**src/cpu_params.svh**
```systemverilog
`ifndef CPU_PARAMS_SVH
`define CPU_PARAMS_SVH

// machine word and register file geometry
`define CPU_WORD_W      16
`define CPU_REG_ADDR_W  2
`define CPU_NUM_REGS    4

// major opcodes
`define OPC_BNE         4'd0
`define OPC_BEQ         4'd1
`define OPC_ADI         4'd4
`define OPC_ORI         4'd5
`define OPC_LHI         4'd6
`define OPC_RTYPE       4'd15

// function codes under OPC_RTYPE
`define FUNC_ADD        6'd0
`define FUNC_SUB        6'd1
`define FUNC_AND        6'd2
`define FUNC_ORR        6'd3
`define FUNC_NOT        6'd4
`define FUNC_WWD        6'd28
`define FUNC_HLT        6'd29

// instruction field ranges
`define INST_OPCODE     15:12
`define INST_RS         11:10
`define INST_RT         9:8
`define INST_RD         7:6
`define INST_IMM        7:0
`define INST_FUNC       5:0

`endif

```
**src/cpu_pkg.sv**
```systemverilog
`default_nettype none

`include "cpu_params.svh"

package cpu_pkg;

   // basic vector types
   typedef logic [`CPU_WORD_W-1:0]     word_t;
   typedef logic [`CPU_REG_ADDR_W-1:0] reg_addr_t;
   typedef logic [2:0]                 alu_op_t;

   // alu operation codes
   localparam alu_op_t ALU_ADD    = 3'd0;
   localparam alu_op_t ALU_SUB    = 3'd1;
   localparam alu_op_t ALU_AND    = 3'd2;
   localparam alu_op_t ALU_OR     = 3'd3;
   localparam alu_op_t ALU_NOT    = 3'd4;
   localparam alu_op_t ALU_PASS_B = 3'd5;

   ////////////////////////////////////////////////////////////
   // pipeline bundles
   ////////////////////////////////////////////////////////////

   // fetch to decode
   typedef struct packed {
      logic  valid;
      word_t pc;
      word_t inst;
   } if_id_t;

   // decode to execute
   typedef struct packed {
      logic      valid;
      logic      branch;
      logic      branch_eq;
      logic      use_imm;
      logic      reg_write;
      logic      out_write;
      logic      halt;
      alu_op_t   alu_op;
      reg_addr_t rs;
      reg_addr_t rt;
      reg_addr_t dest;
      word_t     op_a;
      word_t     op_b;
      word_t     imm;
      word_t     br_target;
   } id_ex_t;

   // execute to writeback
   typedef struct packed {
      logic      valid;
      logic      reg_write;
      logic      out_write;
      logic      halt;
      logic      is_branch;
      logic      br_taken;
      reg_addr_t dest;
      word_t     result;
      word_t     out_word;
   } ex_wb_t;

   // register write port and forward source
   typedef struct packed {
      logic      we;
      reg_addr_t addr;
      word_t     data;
   } wb_fwd_t;

   // execute back to fetch and decode
   typedef struct packed {
      logic  taken;
      logic  halt;
      word_t target;
   } redirect_t;

endpackage

`default_nettype wire

```
**src/cpu_core.sv**
```systemverilog
`timescale 1ns/1ps
`default_nettype none

module cpu_core import cpu_pkg::*; (
   input  wire              clk,
   input  wire              reset_n,
   input  wire word_t       i_inst,
   output word_t            o_i_address,
   output word_t            o_output_port,
   output logic             o_output_valid,
   output logic             o_halted,
   output word_t            o_num_inst,
   output word_t            o_num_branch,
   output word_t            o_num_branch_miss
);

   // forward path bundles
   if_id_t    if_id;
   id_ex_t    id_ex;
   ex_wb_t    ex_wb;
   // backward paths
   wb_fwd_t   wb_fwd;
   redirect_t redirect;

   ////////////////////////////////////////////////////////////
   // four stages
   ////////////////////////////////////////////////////////////

   fetch_stage u_fetch (
      .clk         (clk),
      .reset_n     (reset_n),
      .i_redirect  (redirect),
      .i_inst      (i_inst),
      .o_i_address (o_i_address),
      .o_if_id     (if_id)
   );

   decode_stage u_decode (
      .clk        (clk),
      .reset_n    (reset_n),
      .i_if_id    (if_id),
      .i_redirect (redirect),
      .i_wb_fwd   (wb_fwd),
      .o_id_ex    (id_ex)
   );

   execute_stage u_execute (
      .clk        (clk),
      .reset_n    (reset_n),
      .i_id_ex    (id_ex),
      .i_wb_fwd   (wb_fwd),
      .o_redirect (redirect),
      .o_ex_wb    (ex_wb)
   );

   writeback_stage u_writeback (
      .clk               (clk),
      .reset_n           (reset_n),
      .i_ex_wb           (ex_wb),
      .o_wb_fwd          (wb_fwd),
      .o_output_port     (o_output_port),
      .o_output_valid    (o_output_valid),
      .o_halted          (o_halted),
      .o_num_inst        (o_num_inst),
      .o_num_branch      (o_num_branch),
      .o_num_branch_miss (o_num_branch_miss)
   );

endmodule

`default_nettype wire

```
**src/decode_stage.sv**
```systemverilog
`timescale 1ns/1ps
`default_nettype none

`include "cpu_params.svh"

module decode_stage import cpu_pkg::*; (
   input  wire              clk,
   input  wire              reset_n,
   input  wire if_id_t      i_if_id,
   input  wire redirect_t   i_redirect,
   input  wire wb_fwd_t     i_wb_fwd,
   output id_ex_t           o_id_ex
);

   word_t      inst;
   logic [3:0] opcode;
   logic [5:0] func;
   reg_addr_t  rs;
   reg_addr_t  rt;
   reg_addr_t  rd;
   logic [7:0] imm8;
   word_t      imm_sext;
   word_t      rs_data;
   word_t      rt_data;
   id_ex_t     dec;

   ////////////////////////////////////////////////////////////
   // field split
   ////////////////////////////////////////////////////////////

   assign inst     = i_if_id.inst;
   assign opcode   = inst[`INST_OPCODE];
   assign func     = inst[`INST_FUNC];
   assign rs       = inst[`INST_RS];
   assign rt       = inst[`INST_RT];
   assign rd       = inst[`INST_RD];
   assign imm8     = inst[`INST_IMM];
   assign imm_sext = {{8{imm8[7]}}, imm8};

   // reads bypass the writeback write of the same cycle
   register_file u_regs (
      .clk       (clk),
      .reset_n   (reset_n),
      .i_rs_addr (rs),
      .i_rt_addr (rt),
      .i_wb_fwd  (i_wb_fwd),
      .o_rs_data (rs_data),
      .o_rt_data (rt_data)
   );

   ////////////////////////////////////////////////////////////
   // control decode
   ////////////////////////////////////////////////////////////

   always_comb begin
      dec           = '0;
      dec.valid     = i_if_id.valid;
      dec.rs        = rs;
      dec.rt        = rt;
      dec.dest      = rd;
      dec.op_a      = rs_data;
      dec.op_b      = rt_data;
      dec.imm       = imm_sext;
      dec.alu_op    = ALU_ADD;
      // branch target relative to the next word
      dec.br_target = i_if_id.pc + 1'b1 + imm_sext;
      case (opcode)
         `OPC_BNE: begin
            dec.branch = 1'b1;
         end
         `OPC_BEQ: begin
            dec.branch    = 1'b1;
            dec.branch_eq = 1'b1;
         end
         // i-type results go to rt
         `OPC_ADI: begin
            dec.use_imm   = 1'b1;
            dec.reg_write = 1'b1;
            dec.dest      = rt;
         end
         `OPC_ORI: begin
            dec.use_imm   = 1'b1;
            dec.reg_write = 1'b1;
            dec.dest      = rt;
            dec.alu_op    = ALU_OR;
            dec.imm       = {8'h00, imm8};
         end
         `OPC_LHI: begin
            dec.use_imm   = 1'b1;
            dec.reg_write = 1'b1;
            dec.dest      = rt;
            dec.alu_op    = ALU_PASS_B;
            dec.imm       = {imm8, 8'h00};
         end
         `OPC_RTYPE: begin
            case (func)
               `FUNC_ADD: begin
                  dec.reg_write = 1'b1;
               end
               `FUNC_SUB: begin
                  dec.reg_write = 1'b1;
                  dec.alu_op    = ALU_SUB;
               end
               `FUNC_AND: begin
                  dec.reg_write = 1'b1;
                  dec.alu_op    = ALU_AND;
               end
               `FUNC_ORR: begin
                  dec.reg_write = 1'b1;
                  dec.alu_op    = ALU_OR;
               end
               `FUNC_NOT: begin
                  dec.reg_write = 1'b1;
                  dec.alu_op    = ALU_NOT;
               end
               `FUNC_WWD: dec.out_write = 1'b1;
               `FUNC_HLT: dec.halt      = 1'b1;
               // unknown func becomes a bubble
               default:   dec.valid     = 1'b0;
            endcase
         end
         default: dec.valid = 1'b0;
      endcase
   end

   ////////////////////////////////////////////////////////////
   // id/ex register
   ////////////////////////////////////////////////////////////

   always_ff @(posedge clk) begin
      o_id_ex <= dec;
      // squash on taken branch or halt in execute
      if (!reset_n || i_redirect.taken || i_redirect.halt) begin
         o_id_ex.valid     <= 1'b0;
         o_id_ex.branch    <= 1'b0;
         o_id_ex.reg_write <= 1'b0;
         o_id_ex.out_write <= 1'b0;
         o_id_ex.halt      <= 1'b0;
      end
   end

endmodule

`default_nettype wire

```
**src/execute_stage.sv**
```systemverilog
`timescale 1ns/1ps
`default_nettype none

module execute_stage import cpu_pkg::*; (
   input  wire              clk,
   input  wire              reset_n,
   input  wire id_ex_t      i_id_ex,
   input  wire wb_fwd_t     i_wb_fwd,
   output redirect_t        o_redirect,
   output ex_wb_t           o_ex_wb
);

   word_t fwd_a;
   word_t fwd_b;
   word_t alu_b;
   word_t alu_result;
   logic  operands_eq;
   logic  br_taken;

   ////////////////////////////////////////////////////////////
   // operand forwarding and alu
   ////////////////////////////////////////////////////////////

   // writeback is the only producer still in flight
   assign fwd_a = (i_wb_fwd.we && i_wb_fwd.addr == i_id_ex.rs) ?
                  i_wb_fwd.data : i_id_ex.op_a;
   assign fwd_b = (i_wb_fwd.we && i_wb_fwd.addr == i_id_ex.rt) ?
                  i_wb_fwd.data : i_id_ex.op_b;

   // immediate or rt as the second operand
   assign alu_b = i_id_ex.use_imm ? i_id_ex.imm : fwd_b;

   always_comb begin
      case (i_id_ex.alu_op)
         ALU_ADD:    alu_result = fwd_a + alu_b;
         ALU_SUB:    alu_result = fwd_a - alu_b;
         ALU_AND:    alu_result = fwd_a & alu_b;
         ALU_OR:     alu_result = fwd_a | alu_b;
         ALU_NOT:    alu_result = ~fwd_a;
         ALU_PASS_B: alu_result = alu_b;
         default:    alu_result = '0;
      endcase
   end

   ////////////////////////////////////////////////////////////
   // branch resolution and halt
   ////////////////////////////////////////////////////////////

   assign operands_eq = (fwd_a == fwd_b);
   // bne on mismatch, beq on match
   assign br_taken    = i_id_ex.valid && i_id_ex.branch &&
                        (i_id_ex.branch_eq ? operands_eq : !operands_eq);

   assign o_redirect = '{taken:  br_taken,
                         halt:   i_id_ex.valid && i_id_ex.halt,
                         target: i_id_ex.br_target};

   ////////////////////////////////////////////////////////////
   // ex/wb register
   ////////////////////////////////////////////////////////////

   always_ff @(posedge clk) begin
      o_ex_wb.dest     <= i_id_ex.dest;
      o_ex_wb.result   <= alu_result;
      // wwd emits the forwarded rs
      o_ex_wb.out_word <= fwd_a;
      if (!reset_n) begin
         o_ex_wb.valid     <= 1'b0;
         o_ex_wb.reg_write <= 1'b0;
         o_ex_wb.out_write <= 1'b0;
         o_ex_wb.halt      <= 1'b0;
         o_ex_wb.is_branch <= 1'b0;
         o_ex_wb.br_taken  <= 1'b0;
      end else begin
         // flags qualified by valid here
         o_ex_wb.valid     <= i_id_ex.valid;
         o_ex_wb.reg_write <= i_id_ex.valid && i_id_ex.reg_write;
         o_ex_wb.out_write <= i_id_ex.valid && i_id_ex.out_write;
         o_ex_wb.halt      <= i_id_ex.valid && i_id_ex.halt;
         o_ex_wb.is_branch <= i_id_ex.valid && i_id_ex.branch;
         o_ex_wb.br_taken  <= br_taken;
      end
   end

endmodule

`default_nettype wire

```
**src/fetch_stage.sv**
```systemverilog
`timescale 1ns/1ps
`default_nettype none

module fetch_stage import cpu_pkg::*; (
   input  wire              clk,
   input  wire              reset_n,
   input  wire redirect_t   i_redirect,
   input  wire word_t       i_inst,
   output word_t            o_i_address,
   output if_id_t           o_if_id
);

   word_t pc;
   // set once HLT reaches execute
   logic  frozen;

   // rom is addressed straight from pc
   assign o_i_address = pc;

   always_ff @(posedge clk) begin
      // rom word and its address
      o_if_id.pc   <= pc;
      o_if_id.inst <= i_inst;
      if (!reset_n) begin
         pc            <= '0;
         frozen        <= 1'b0;
         o_if_id.valid <= 1'b0;
      end else if (frozen || i_redirect.halt) begin
         // pc holds and only bubbles follow
         frozen        <= 1'b1;
         o_if_id.valid <= 1'b0;
      end else if (i_redirect.taken) begin
         // word fetched this cycle is in the branch shadow
         pc            <= i_redirect.target;
         o_if_id.valid <= 1'b0;
      end else begin
         // always-untaken so just step
         pc            <= pc + 1'b1;
         o_if_id.valid <= 1'b1;
      end
   end

endmodule

`default_nettype wire

```
**src/register_file.sv**
```systemverilog
`timescale 1ns/1ps
`default_nettype none

`include "cpu_params.svh"

module register_file import cpu_pkg::*; (
   input  wire              clk,
   input  wire              reset_n,
   input  wire reg_addr_t   i_rs_addr,
   input  wire reg_addr_t   i_rt_addr,
   input  wire wb_fwd_t     i_wb_fwd,
   output word_t            o_rs_data,
   output word_t            o_rt_data
);

   word_t regs [`CPU_NUM_REGS];

   // write at the clock edge and clear all on reset
   always_ff @(posedge clk) begin
      if (!reset_n) begin
         for (int i = 0; i < `CPU_NUM_REGS; i++) begin
            regs[i] <= '0;
         end
      end else if (i_wb_fwd.we) begin
         regs[i_wb_fwd.addr] <= i_wb_fwd.data;
      end
   end

   // write-through when reading the register being written
   assign o_rs_data = (i_wb_fwd.we && i_wb_fwd.addr == i_rs_addr) ?
                      i_wb_fwd.data : regs[i_rs_addr];
   assign o_rt_data = (i_wb_fwd.we && i_wb_fwd.addr == i_rt_addr) ?
                      i_wb_fwd.data : regs[i_rt_addr];

endmodule

`default_nettype wire

```
**src/writeback_stage.sv**
```systemverilog
`timescale 1ns/1ps
`default_nettype none

module writeback_stage import cpu_pkg::*; (
   input  wire              clk,
   input  wire              reset_n,
   input  wire ex_wb_t      i_ex_wb,
   output wb_fwd_t          o_wb_fwd,
   output word_t            o_output_port,
   output logic             o_output_valid,
   output logic             o_halted,
   output word_t            o_num_inst,
   output word_t            o_num_branch,
   output word_t            o_num_branch_miss
);

   // write port that execute also sees as its forward source
   assign o_wb_fwd = '{we:   i_ex_wb.reg_write,
                       addr: i_ex_wb.dest,
                       data: i_ex_wb.result};

   always_ff @(posedge clk) begin
      if (!reset_n) begin
         o_output_port     <= '0;
         o_output_valid    <= 1'b0;
         o_halted          <= 1'b0;
         o_num_inst        <= '0;
         o_num_branch      <= '0;
         o_num_branch_miss <= '0;
      end else begin
         // one-cycle strobe per retired wwd
         o_output_valid <= i_ex_wb.out_write;
         if (i_ex_wb.out_write) begin
            o_output_port <= i_ex_wb.out_word;
         end
         // sticky halt level
         if (i_ex_wb.halt) begin
            o_halted <= 1'b1;
         end
         // retired count includes the hlt itself
         if (i_ex_wb.valid) begin
            o_num_inst <= o_num_inst + 1'b1;
         end
         if (i_ex_wb.is_branch) begin
            o_num_branch <= o_num_branch + 1'b1;
         end
         // predicted untaken so every taken branch missed
         if (i_ex_wb.br_taken) begin
            o_num_branch_miss <= o_num_branch_miss + 1'b1;
         end
      end
   end

endmodule

`default_nettype wire
```
**config.mk**
```make
export PLATFORM = sky130hd
export DESIGN_NAME = cpu_core
export DESIGN_NICKNAME = d
export VERILOG_FILES = /design/src/cpu_pkg.sv /design/src/cpu_core.sv /design/src/decode_stage.sv /design/src/execute_stage.sv /design/src/fetch_stage.sv /design/src/register_file.sv /design/src/writeback_stage.sv
export VERILOG_INCLUDE_DIRS = /design/src /design/src/src
export SDC_FILE = /design/constraint.sdc
export NUM_CORES = 1
export LEC_CHECK = 0
export BUFFER_PORTS_ARGS = -buffer_cell sky130_fd_sc_hd__buf_4
export CORE_MARGIN = 2
export CORE_UTILIZATION = 55
export DETAILED_ROUTE_END_ITERATION = 12
export GPL_ROUTABILITY_DRIVEN = 1
export PLACE_DENSITY_LB_ADDON = 0.3
export REMOVE_ABC_BUFFERS = 1
export SYNTH_ARGS = -nofsm -noshare
export SYNTH_HDL_FRONTEND = slang
export SYNTH_SLANG_ARGS = --single-unit
```
**constraint.sdc**
```tcl
create_clock -name clk -period 4 [get_ports clk]
set_input_delay 0.4 -clock clk [delete_from_list [all_inputs] [get_ports clk]]
set_output_delay 0.4 -clock clk [all_outputs]
set_load 0.03 [all_outputs]
```
==> results of run 1 <==
-- synthesized netlist by cell type (all sizes together), types with 46 or more instances --
library cell	number
nand2	120
a21oi	68
dfxtp	236
nor2	69
clkbuf	72
and2	93
o21ai	78
mux2i	46
edfxtp	64
xnor2	83
and3	47
inv	49
-- flip-flops by register name (all words and copies together), names as in the netlist, 16 cells and up --
register	flops
u_decode.o_id_ex	80
u_writeback.o_output_port	16
u_writeback.o_num_inst	16
u_fetch.o_i_address	16
u_writeback.o_num_branch_miss	16
u_fetch.o_if_id	33
u_writeback.o_num_branch	16
u_decode.u_regs.regs	64
u_execute.o_ex_wb	40
-- worst max-delay path by stage --
stage,from,end,cells past startpoint
6_report,u_execute.o_ex_wb[33],u_execute.o_ex_wb[31],19
5_1_grt,u_execute.o_ex_wb[33],u_execute.o_ex_wb[30],19
4_1_cts,u_execute.o_ex_wb[33],u_execute.o_ex_wb[30],19
3_5_place_dp,u_execute.o_ex_wb[33],u_execute.o_ex_wb[30],19
3_3_place_gp,u_execute.o_ex_wb[33],u_execute.o_ex_wb[30],20
2_1_floorplan,u_execute.o_ex_wb[38],u_execute.o_ex_wb[31],14
-- critical path, delay by kind of cell, from the launching register on --
family | cells | cell delay [ns]
AO/OA/AOI/OAI | 7 | 1.35
AND/OR/NAND/NOR | 6 | 1.25
XOR/XNOR | 3 | 0.49
flip-flops | 1 | 0.37
adder cells (fa/ha/maj) | 1 | 0.35
buffers and inverters | 2 | 0.31
-- stage by stage --
step	std cells	setup slack (ns)	util, %
6_report	1944	-0.223	67.0
5_1_grt	1944	-0.477	67.0
4_1_cts	1934	0.00931	66.0
3_5_place_dp	1858	-0.129	61.1
3_3_place_gp	1858	-0.0622	61.1
2_1_floorplan	1355	-1.89	-
-- cell usage in the layout, fill, tap and decap left out, types with 28 or more instances in the layout --
cell type / count
dfxtp_1: 232
buf_4: 174
nand2_1: 119
and2_1: 93
xnor2_1: 78
nor2_1: 67
a21oi_1: 66
o21ai_0: 65
edfxtp_1: 64
inv_1: 49
and3_1: 47
mux2i_1: 43
mux4_2: 34
nor2b_1: 33
ha_1: 33
clkbuf_16: 32
xor2_1: 29
mux2_2: 28
-- power by group --
| part | switching, mW | internal [mW] |
|---|---|---|
| logic | 0.630 | 0.554 |
| registers | 0.294 | 3.28 |
| clock network | 1.23 | 1.69 |
-- final cells by class --
type                       count  share of cell area [%]
tap                          335                    2.41
multi-input combinational   1005                    43.2
sequential                   300                    38.3
inverter                      50                    1.08
clock buffer                  41                    5.09
timing repair buffer         196                    8.99
clock inverter                17                   0.922
-- cell families (layout without fill, tap and decap cells) --
group           after synthesis  count (layout)  synth area share [%]
xor+xnor                    115             115                  7.18
compound gates              254             254                  10.9
buf+inv                     133             304                  3.67
fa+ha+maj                    48              48                  4.03
simple gates                480             480                  17.5
flops                       300             300                  46.0
mux                         108             108                  10.7
-- what timing repair did --
item,4_1_cts,5_1_grt
pin swaps,6,23
hold buffers,16,0
resized for setup,10,41
endpoints found under the hold margin,16,0
buffers inserted,2,10
setup endpoints to repair,3,26
-- metal layers --
metal	track usage [%]	vias up	part of all wire, %
met5	0	-	0
met4	8.54	0	3.2
met3	3.19	89	6.0
met2	43.1	442	49
met1	33.7	5555	42
li1	-	5410	-
==> results.txt, run 1 <==
Top post-synthesis cells by area: dfxtp_1, edfxtp_1, mux4_2, xnor2_1, and2_1
Post-layout total power: 7.68 mW
CTS tree: done
Number of register bits inferred by synthesis: 300
Number of sinks handled by clock tree synthesis: 300
Maximum level of the CTS H-tree: 1
Die area: 27600 um2
I/O pins: 100
Worst hold path depth: 2
Via-to-Cell Ratio: 5.91
Combined area of the multi-input logic cells: 7490 um2
Unique cell type count in the Yosys netlist: 71
Drt wl/cell: 18.9 um
Worst path cell trace: xor2_4 > o31ai_1 > a31oi_1 > or3_4 > nor4_4 > buf_4 > nand2_4 > nor2_4 > a31oi_4 > xnor2_2 > ha_1 > or2_4 > a21o_1 > buf_4 > and3_1 > a221o_1 > a21oi_2 > xnor2_1 > o21ai_1
WS Path Type: reg -> reg
Total routing usage reported by global routing: 25.4%
Root Driver: clkbuf_16
Transition time of the tightest slew-check pin: 1.06 ns
Worst-Skew Late Latency: 0.58 ns
Largest net degree at the start of global routing: 61
Largest area contributor in the synthesized netlist: dfxtp_1
Dominant register cell in the synthesized netlist: dfxtp_1
Share of async-settable or async-resettable flops after synthesis: 0%
Count of flip-flops with a built-in enable after synthesis: 64
Worst hold slack across all endpoints: 0.292 ns
Filler instances: 1954
Sequential cell area fraction in the yosys report: 46.0%
Hold_sp: reset_n
Number of I/O port buffers: 99
Number of remaining DRC errors: 0
Post-layout net count: 1637
Total negative setup slack: -0.519 ns
Number of global-route vias before repair: 10920
Worst-case hold path end point: u_writeback.o_output_port[11]
Total inserted antenna cells: 0
Worst R2R Setup Slack: -0.22 ns
Pwr/cell area: 442 nW/um2
Final critical path time including I/O delays and setup: 4.22 ns
Number of standard cells after synthesis: 1438
Worst-case vdd ir drop: 0.390 mV
Critical path's slowest cell: or3_4
YS warnings: 0
Site row count: 59
Static Leak: 7.19 nW
Clock tree skew after final layout: 0.0160 ns
Final cell area excluding filler cells: 17400 um2
Critical path fanouts, max: 3
Synth Cell Area: 14500 um2
Area Growth Syn to Fin: 20.1%
Post-route ant nets: 0
Slowest stage delay, CP: 0.38 ns
Chip height: 166 um
Share of Yosys cell area claimed by the top area cell type: 32.7%
Number of buffers on the longest clock path: 3
Number of vias after detailed routing: 11496
Highest attainable clock frequency: 0.237 GHz
Final max-slew violation count: 0
Final-report hold violation count: 0
Starting DRT DRC Count: 880
Layout cells sized above 1: 21.1%
Crit path required time: 4.47 ns
Worst endpoint data arrival time: 4.69 ns
Beginning of the worst register-to-register path: u_execute.o_ex_wb[33]
Worst Setup Start Kind: flop
Placed Area: 15800 um2
Clock transition at the register clock pins on the worst setup and hold paths after CTS: 0.07 ns
Setup repair after global routing missed its margin: true
Starting Density: 55.8%
Remaining global-route overflow: 0
Half-perimeter wire length of the detailed placement result: 24600 um
Worst-case reg-to-reg path depth: 19
Max Cap Violations: 0
Capturing point of the worst reg2reg path: u_execute.o_ex_wb[31]
Area occupied by registers: 6660 um2
PnR worst setup slack: -0.223 ns
Most Frequent Cell on Critical Path: buf_4
Relative slew slack: 28.3%
Wire length of the first global-routing pass: 57200 um
Final GP Congestion: 0.922
Antenna violations before repair: 0
Floorplan Core Area: 25900 um2
TritonRoute pass-1 iters: 5
Total wire length after detailed routing: 36700 um
Violated checks: setup timing
Status: finished with violations
Post-route clock period utilization: 106%
Per-instance average area after synthesis: 10.1 um2
Final setup violation count: 3
CTS buffer count: 31
Worst hold-check path type: in -> reg
Chip Width: 166 um
Sort of element at the end of the critical path: flop
No activity file was read; power rests on OpenSTA's default activity.
==> inputs of run 2 (changes only) <==
--- a/config.mk
+++ b/config.mk
@@ -11,8 +11,10 @@
 export CORE_UTILIZATION = 55
 export DETAILED_ROUTE_END_ITERATION = 12
 export GPL_ROUTABILITY_DRIVEN = 1
+export GPL_TIMING_DRIVEN = 0
 export PLACE_DENSITY_LB_ADDON = 0.3
 export REMOVE_ABC_BUFFERS = 1
+export SLEW_MARGIN = 20
 export SYNTH_ARGS = -nofsm -noshare
 export SYNTH_HDL_FRONTEND = slang
 export SYNTH_SLANG_ARGS = --single-unit
==> run 2 against run 1 <==
Net effect: the flow still finishes with violations (setup timing); highest routed layer unchanged; critical endpoint is now u_execute.o_ex_wb[30]; count of clock-buffer cells in the layout is 2 higher; wire length is 0.22% lower; critical path depth stayed put; global-route usage is 0.36 points higher; critical path type unchanged; worst setup slack better by 0.015 ns.
==> results.txt, run 2 (same netlist as run 1, synthesis figures left out) <==
Worst-case vdd ir drop: 0.589 mV (+51%)
Internal power contribution: 5.80 mW (+5.0%)
Hold_sp: u_decode.o_id_ex[65]
Clock tree skew after final layout: 0.0211 ns (+0.00506 ns)
Starting Density: 55.8% (unchanged)
Violated checks: setup timing
Total wire length after detailed routing: 36600 um (-0.22%)
Maximum level of the CTS H-tree: 2 (+1)
Final GP Congestion: 0.913 (-0.97%)
Chip Width: 166 um (unchanged)
Pwr/cell area: 456 nW/um2 (+3.2%)
Switching power share of the total: 27.5% (-0.53 points)
Post-layout net count: 1616 (-1.3%)
Final max-slew violation count: 0 (unchanged)
Combinational power share: 14.2% (-1.2 points)
Leading registers by flop count: u_decode.o_id_ex: 80 flops, u_decode.u_regs.regs: 64 flops, u_execute.o_ex_wb: 40 flops
Remaining global-route overflow: 0 (unchanged)
Site row count: 59 (unchanged)
Largest Register: u_decode.o_id_ex
Post-route clock period utilization: 105% (-0.36 points)
Post-route insts no fill: 1923 (-1.1%)
Half-perimeter wire length of the detailed placement result: 23200 um (-5.8%)
Antenna violations before repair: 0 (unchanged)
Number of remaining DRC errors: 0 (unchanged)
Critical path fanouts, max: 8 (+5)
Number of vias after detailed routing: 11439 (-0.50%)
Highest attainable clock frequency: 0.238 GHz (+0.35%)
Number of global-route vias before repair: 11225 (+2.8%)
Max Cap Violations: 0 (unchanged)
Flip-flop count of the largest register after layout: 80 (unchanged)
Wire length of the first global-routing pass: 57700 um (+0.94%)
Beginning of the worst register-to-register path: u_decode.o_id_ex[67]
TritonRoute pass-1 iters: 5 (unchanged)
Final setup violation count: 4 (+1)
Transition time of the tightest slew-check pin: 1.06 ns (-0.00367 ns)
Largest net degree at the start of global routing: 92 (+51%)
CTS buffer count: 34 (+9.7%)
PnR worst setup slack: -0.208 ns (+0.0145 ns)
Clock transition at the register clock pins on the worst setup and hold paths after CTS: 0.06 ns (about the same)
Root Driver: clkbuf_16
Crit path launch: u_decode.o_id_ex[67]
Setup repair after global routing missed its margin: true
Chip height: 166 um (unchanged)
Total inserted antenna cells: 0 (unchanged)
Number of sinks handled by clock tree synthesis: 300 (unchanged)
Layout cells sized above 1: 22.0% (+0.97 points)
Filler instances: 1881 (-3.7%)
Clock share of power: 40.6% (+2.6 points)
Static Leak: 7.13 nW (-0.89%)
Total routing usage reported by global routing: 25.7% (+0.36 points)
Starting DRT DRC Count: 1035 (+18%)
Most common cell after layout, fill and taps aside: dfxtp_1
Sort of element at the end of the critical path: flop
CTS tree: done
I/O pins: 100 (unchanged)
Worst-Skew Late Latency: 0.52 ns (-0.06 ns)
Most frequent cells in the layout: dfxtp_1, buf_4, nand2_1
Area Growth Syn to Fin: 21.4%
WS Path Type: reg -> reg
Worst Setup Start Kind: flop
Worst endpoint data arrival time: 4.59 ns (-0.10 ns)
Combined area of the multi-input logic cells: 7720 um2 (+3.0%)
Post-route ant nets: 0 (unchanged)
Number of buffers on the longest clock path: 3 (unchanged)
Die area: 27600 um2 (unchanged)
Worst hold-check path type: reg -> reg
Final cell area excluding filler cells: 17500 um2 (+1.0%)
Final-report hold violation count: 0 (unchanged)
Drt wl/cell: 19.0 um (+0.87%)
Status: finished with violations
Area occupied by registers: 6680 um2 (+0.24%)
Instance count after placement with tap cells included: 1796 (-3.3%)
Placed Area: 15400 um2 (-2.9%)
Final critical path time including I/O delays and setup: 4.21 ns (-0.0145 ns)
Via-to-Cell Ratio: 5.95 (+0.59%)
Switching power summed over all nets: 2.20 mW (+2.2%)
Flop pwr share: 45.2% (-1.4 points)
Relative slew slack: 29.1% (+0.80 points)
Crit path required time: 4.38 ns (-0.09 ns)
Floorplan Core Area: 25900 um2 (unchanged)
Number of I/O port buffers: 99 (unchanged)
[run 2: final cells by class]
class / instances / share of cell area (%)
clock buffers: 43 / 5.27
clock inverters: 18 / 1.40
inverters: 50 / 1.10
multi-input cells: 1007 / 44.0
flip-flops and latches: 300 / 38.0
well taps: 335 / 2.39
repair buffers: 170 / 7.80
[run 2: routing by layer]
metal / part of all wire, % / wire (um) / track usage, % / vias up
met5: 0 / 0 / 0 / -
li1: - / - / - / 5362
met3: 6.3 / 2300 / 4.12 / 97
met1: 42 / 15300 / 33.4 / 5534
met4: 3.2 / 1170 / 9.79 / 0
met2: 49 / 17800 / 43.5 / 446
[run 2: final timing paths]
kind,to,slack (ns),cells past startpoint
setup reg to reg,u_execute.o_ex_wb[30],-0.21,19
setup / recovery,u_execute.o_ex_wb[30],-0.21,19
hold reg to reg,u_execute.o_ex_wb[33],0.33,0
hold / removal,u_execute.o_ex_wb[33],0.33,0
[run 2: critical path: stages (launching register included)]
cell      delay [ns]
dfxtp_2         0.40
xor2_2          0.34
nor3_4          0.09
buf_12          0.15
buf_12          0.13
buf_4           0.16
mux2i_1         0.14
o21ai_0         0.50
nor2_2          0.10
a31oi_1         0.22
xnor2_1         0.11
ha_1            0.32
or2_4           0.24
a21o_4          0.23
a21boi_2        0.16
a41oi_2         0.23
o21bai_1        0.14
a21oi_2         0.15
xor2_1          0.16
o221ai_1        0.12
[run 2: metrics by stage]
| stage | util (%) | setup slack (ns) | total power [mW] | hold WS, ns | TNS, ns |
|---|---|---|---|---|---|
| 2_1_floorplan | - | -1.89 | 4.24 | 0.310 | -23.22 |
| 4_1_cts | 66.9 | -0.156 | 7.94 | 0.325 | -0.320 |
| 3_5_place_dp | 59.4 | -1.83 | 4.59 | 0.313 | -43.79 |
| 6_report | 67.7 | -0.208 | 8.00 | 0.325 | -0.570 |
| 5_1_grt | 67.7 | -0.377 | 8.28 | 0.329 | -1.28 |
| 3_3_place_gp | 59.0 | -3.50 | 4.56 | 0.312 | -112.42 |
[run 2: timing repair]
| item | CTS | global route |
|---|---|---|
| hold buffers | 16 | 0 |
| gates resized for setup | 64 | 28 |
| hold endpoints to repair | 16 | 0 |
| pin swaps | 34 | 17 |
| setup buffers | 40 | 9 |
| cloned | 2 | 0 |
| endpoints found under the setup margin | 39 | 29 |
[run 2: power by group through the flow]
stage                     Sequential (mW)  Clock, mW  Combinational, mW
after global routing                 3.64       3.41               1.23
after detailed placement             3.67          0              0.919
after floorplan                      3.54          0              0.708
after CTS                            3.61       3.28               1.05
final                                3.62       3.25               1.14
after global placement               3.66          0              0.895
==> inputs of run 3 (changes only) <==
--- a/config.mk
+++ b/config.mk
@@ -14,6 +14,7 @@
 export GPL_TIMING_DRIVEN = 0
 export PLACE_DENSITY_LB_ADDON = 0.3
 export REMOVE_ABC_BUFFERS = 1
+export SETUP_SLACK_MARGIN = 0.5
 export SLEW_MARGIN = 20
 export SYNTH_ARGS = -nofsm -noshare
 export SYNTH_HDL_FRONTEND = slang
==> run 3 against run 2 <==
Net effect: the flow still finishes with violations (setup timing); worst setup slack got worse by 0.040 ns; wire length increased by 4.3%; critical path depth decreased by 2; sequential cell count unchanged; die area unchanged; global-route usage increased by 0.42 points; via count increased by 1.8%; power increased by 2.7%; sequential share of layout area decreased by 1.2 points; core utilization increased by 2.2 points; first-iteration DRC count increased by 5.2%; combinational power increased by 18%.
==> results.txt, run 3 (same netlist as run 1, synthesis figures left out) <==
Dpl ws: -1.83 ns (unchanged)
Post-route ant nets: 0 (unchanged)
Largest Register: u_decode.o_id_ex
Family with the most delay on the worst path: simple AND/OR/NAND/NOR gates
Starting Density: 55.8% (unchanged)
Final-report hold violation count: 0 (unchanged)
Via-to-Cell Ratio: 5.97 (+0.28%)
Worst path cell trace: xor2_4 > nor3_4 > buf_6 > a311oi_4 > or3_4 > buf_4 > or4_4 > o31ai_2 > xor2_1 > ha_1 > nor3_2 > nand2b_1 > o31a_1 > a221o_1 > a21oi_2 > xnor2_1 > o21ai_1
Final cell area excluding filler cells: 18100 um2 (+3.3%)
Number of I/O port buffers: 99 (unchanged)
Pwr/cell area: 454 nW/um2 (-0.55%)
TritonRoute pass-1 iters: 5 (unchanged)
Number of remaining DRC errors: 0 (unchanged)
Total routing usage reported by global routing: 26.1% (+0.42 points)
CTS buffer count: 34 (unchanged)
Placed Area: 15400 um2 (unchanged)
Flip-flop count of the largest register after layout: 80 (unchanged)
Setup repair after global routing missed its margin: true
Critical path fanouts, max: 4 (-4)
Slowest stage delay, CP: 0.43 ns (-0.07 ns)
Highest attainable clock frequency: 0.235 GHz (-0.95%)
Remaining global-route overflow: 0 (unchanged)
Clock transition at the register clock pins on the worst setup and hold paths after CTS: 0.06 ns (about the same)
Die area: 27600 um2 (unchanged)
Most common cell after layout, fill and taps aside: dfxtp_1
Most frequent cells in the layout: dfxtp_1, buf_4, nand2_1
Sort of element at the end of the critical path: flop
Area Growth Syn to Fin: 25.3%
Largest net degree at the start of global routing: 92 (unchanged)
Clock tree skew after final layout: 0.0217 ns (+0.000680 ns)
Final critical path time including I/O delays and setup: 4.25 ns (+0.0404 ns)
Number of vias after detailed routing: 11650 (+1.8%)
Worst Setup Start Kind: flop
Half-perimeter wire length of the detailed placement result: 23200 um (unchanged)
Worst-Skew Late Latency: 0.53 ns (about the same)
Layout cells sized above 1: 25.4% (+3.4 points)
Static Leak: 7.37 nW (+3.4%)
CTS tree: done
Starting DRT DRC Count: 1089 (+5.2%)
Floorplan Core Area: 25900 um2 (unchanged)
Crit path required time: 4.39 ns (about the same)
Antenna violations before repair: 0 (unchanged)
Worst hold path depth: 0 (unchanged)
Worst-case reg-to-reg path depth: 17 (-2)
PnR worst setup slack: -0.249 ns (-0.0404 ns)
Wire length of the first global-routing pass: 58700 um (+1.6%)
Violated checks: setup timing
Post-route clock period utilization: 106% (+1.0 points)
Final max-slew violation count: 0 (unchanged)
Crit path buffers/inverters: 2 (-1)
Number of sinks handled by clock tree synthesis: 300 (unchanged)
Post-layout net count: 1646 (+1.9%)
Crit path depth: 17 (-2)
WS Path Type: reg -> reg
Total wire length after detailed routing: 38100 um (+4.3%)
Critical path's slowest cell: or4_4
Worst hold-check path type: reg -> reg
Chip Width: 166 um (unchanged)
Total inserted antenna cells: 0 (unchanged)
Final setup violation count: 4 (unchanged)
I/O pins: 100 (unchanged)
Final GP Congestion: 0.913 (unchanged)
Relative slew slack: 29.0% (-0.11 points)
Number of global-route vias before repair: 11395 (+1.5%)
Chip height: 166 um (unchanged)
Worst endpoint data arrival time: 4.64 ns (+0.05 ns)
Site row count: 59 (unchanged)
Max Cap Violations: 0 (unchanged)
Transition time of the tightest slew-check pin: 1.06 ns (+0.00158 ns)
Root Driver: clkbuf_16
Worst-case vdd ir drop: 0.589 mV (about the same)
Leading registers by flop count: u_decode.o_id_ex: 80 flops, u_decode.u_regs.regs: 64 flops, u_execute.o_ex_wb: 40 flops
Status: finished with violations
Number of buffers on the longest clock path: 3 (unchanged)
Utilization after layout: 69.9% (+2.2 points)
Total negative setup slack: -0.734 ns (-0.164 ns)
Maximum level of the CTS H-tree: 2 (unchanged)
Worst hold slack across all endpoints: 0.326 ns (+0.000303 ns)
Drt wl/cell: 19.5 um (+2.7%)
==> run 3: area by class of cell <==
class                   count  area (um2)
clock buffers              43         925
fillers                  1777        7790
clock inverters            18         246
inverters                  50         193
flip-flops and latches    300        6680
repair buffers            198        1690
multi-input cells        1009        7970
well taps                 335         419
==> run 3: what timing repair did <==
| action | in CTS | in global routing |
|---|---|---|
| pin swaps | 48 | 35 |
| hold buffers | 16 | 0 |
| cloned | 2 | 3 |
| gates resized for setup | 95 | 79 |
| endpoints found under the hold margin | 16 | 0 |
| setup buffers | 50 | 25 |
| endpoints found under the setup margin | 40 | 33 |
==> run 3: worst paths after layout <==
| path | from | to | slack [ns] |
|---|---|---|---|
| hold reg to reg | u_decode.o_id_ex[65] | u_execute.o_ex_wb[33] | 0.33 |
| hold / removal | u_decode.o_id_ex[65] | u_execute.o_ex_wb[33] | 0.33 |
| setup reg to reg | u_decode.o_id_ex[67] | u_execute.o_ex_wb[31] | -0.25 |
| setup / recovery | u_decode.o_id_ex[67] | u_execute.o_ex_wb[31] | -0.25 |
==> run 3: metal layers <==
metal	vias to the layer above	share of wire [%]	track usage, %
met2	475	49	44.5
met1	5633	40	33.5
met5	-	0	0
li1	5438	-	-
met4	0	3.2	10.1
met3	104	7.4	4.31
==> run 3: power breakdown <==
| group | switching [mW] | internal (mW) |
|---|---|---|
| logic | 0.683 | 0.661 |
| clock network | 1.28 | 1.98 |
| registers | 0.343 | 3.28 |
| total | 2.30 | 5.92 |
==> run 3: through the flow <==
step	total power, mW	cells
finish	8.22	1953
global route	8.49	1953
CTS	8.02	1925
detailed placement	4.59	1796
global placement	4.56	1789
floorplan	4.24	1355
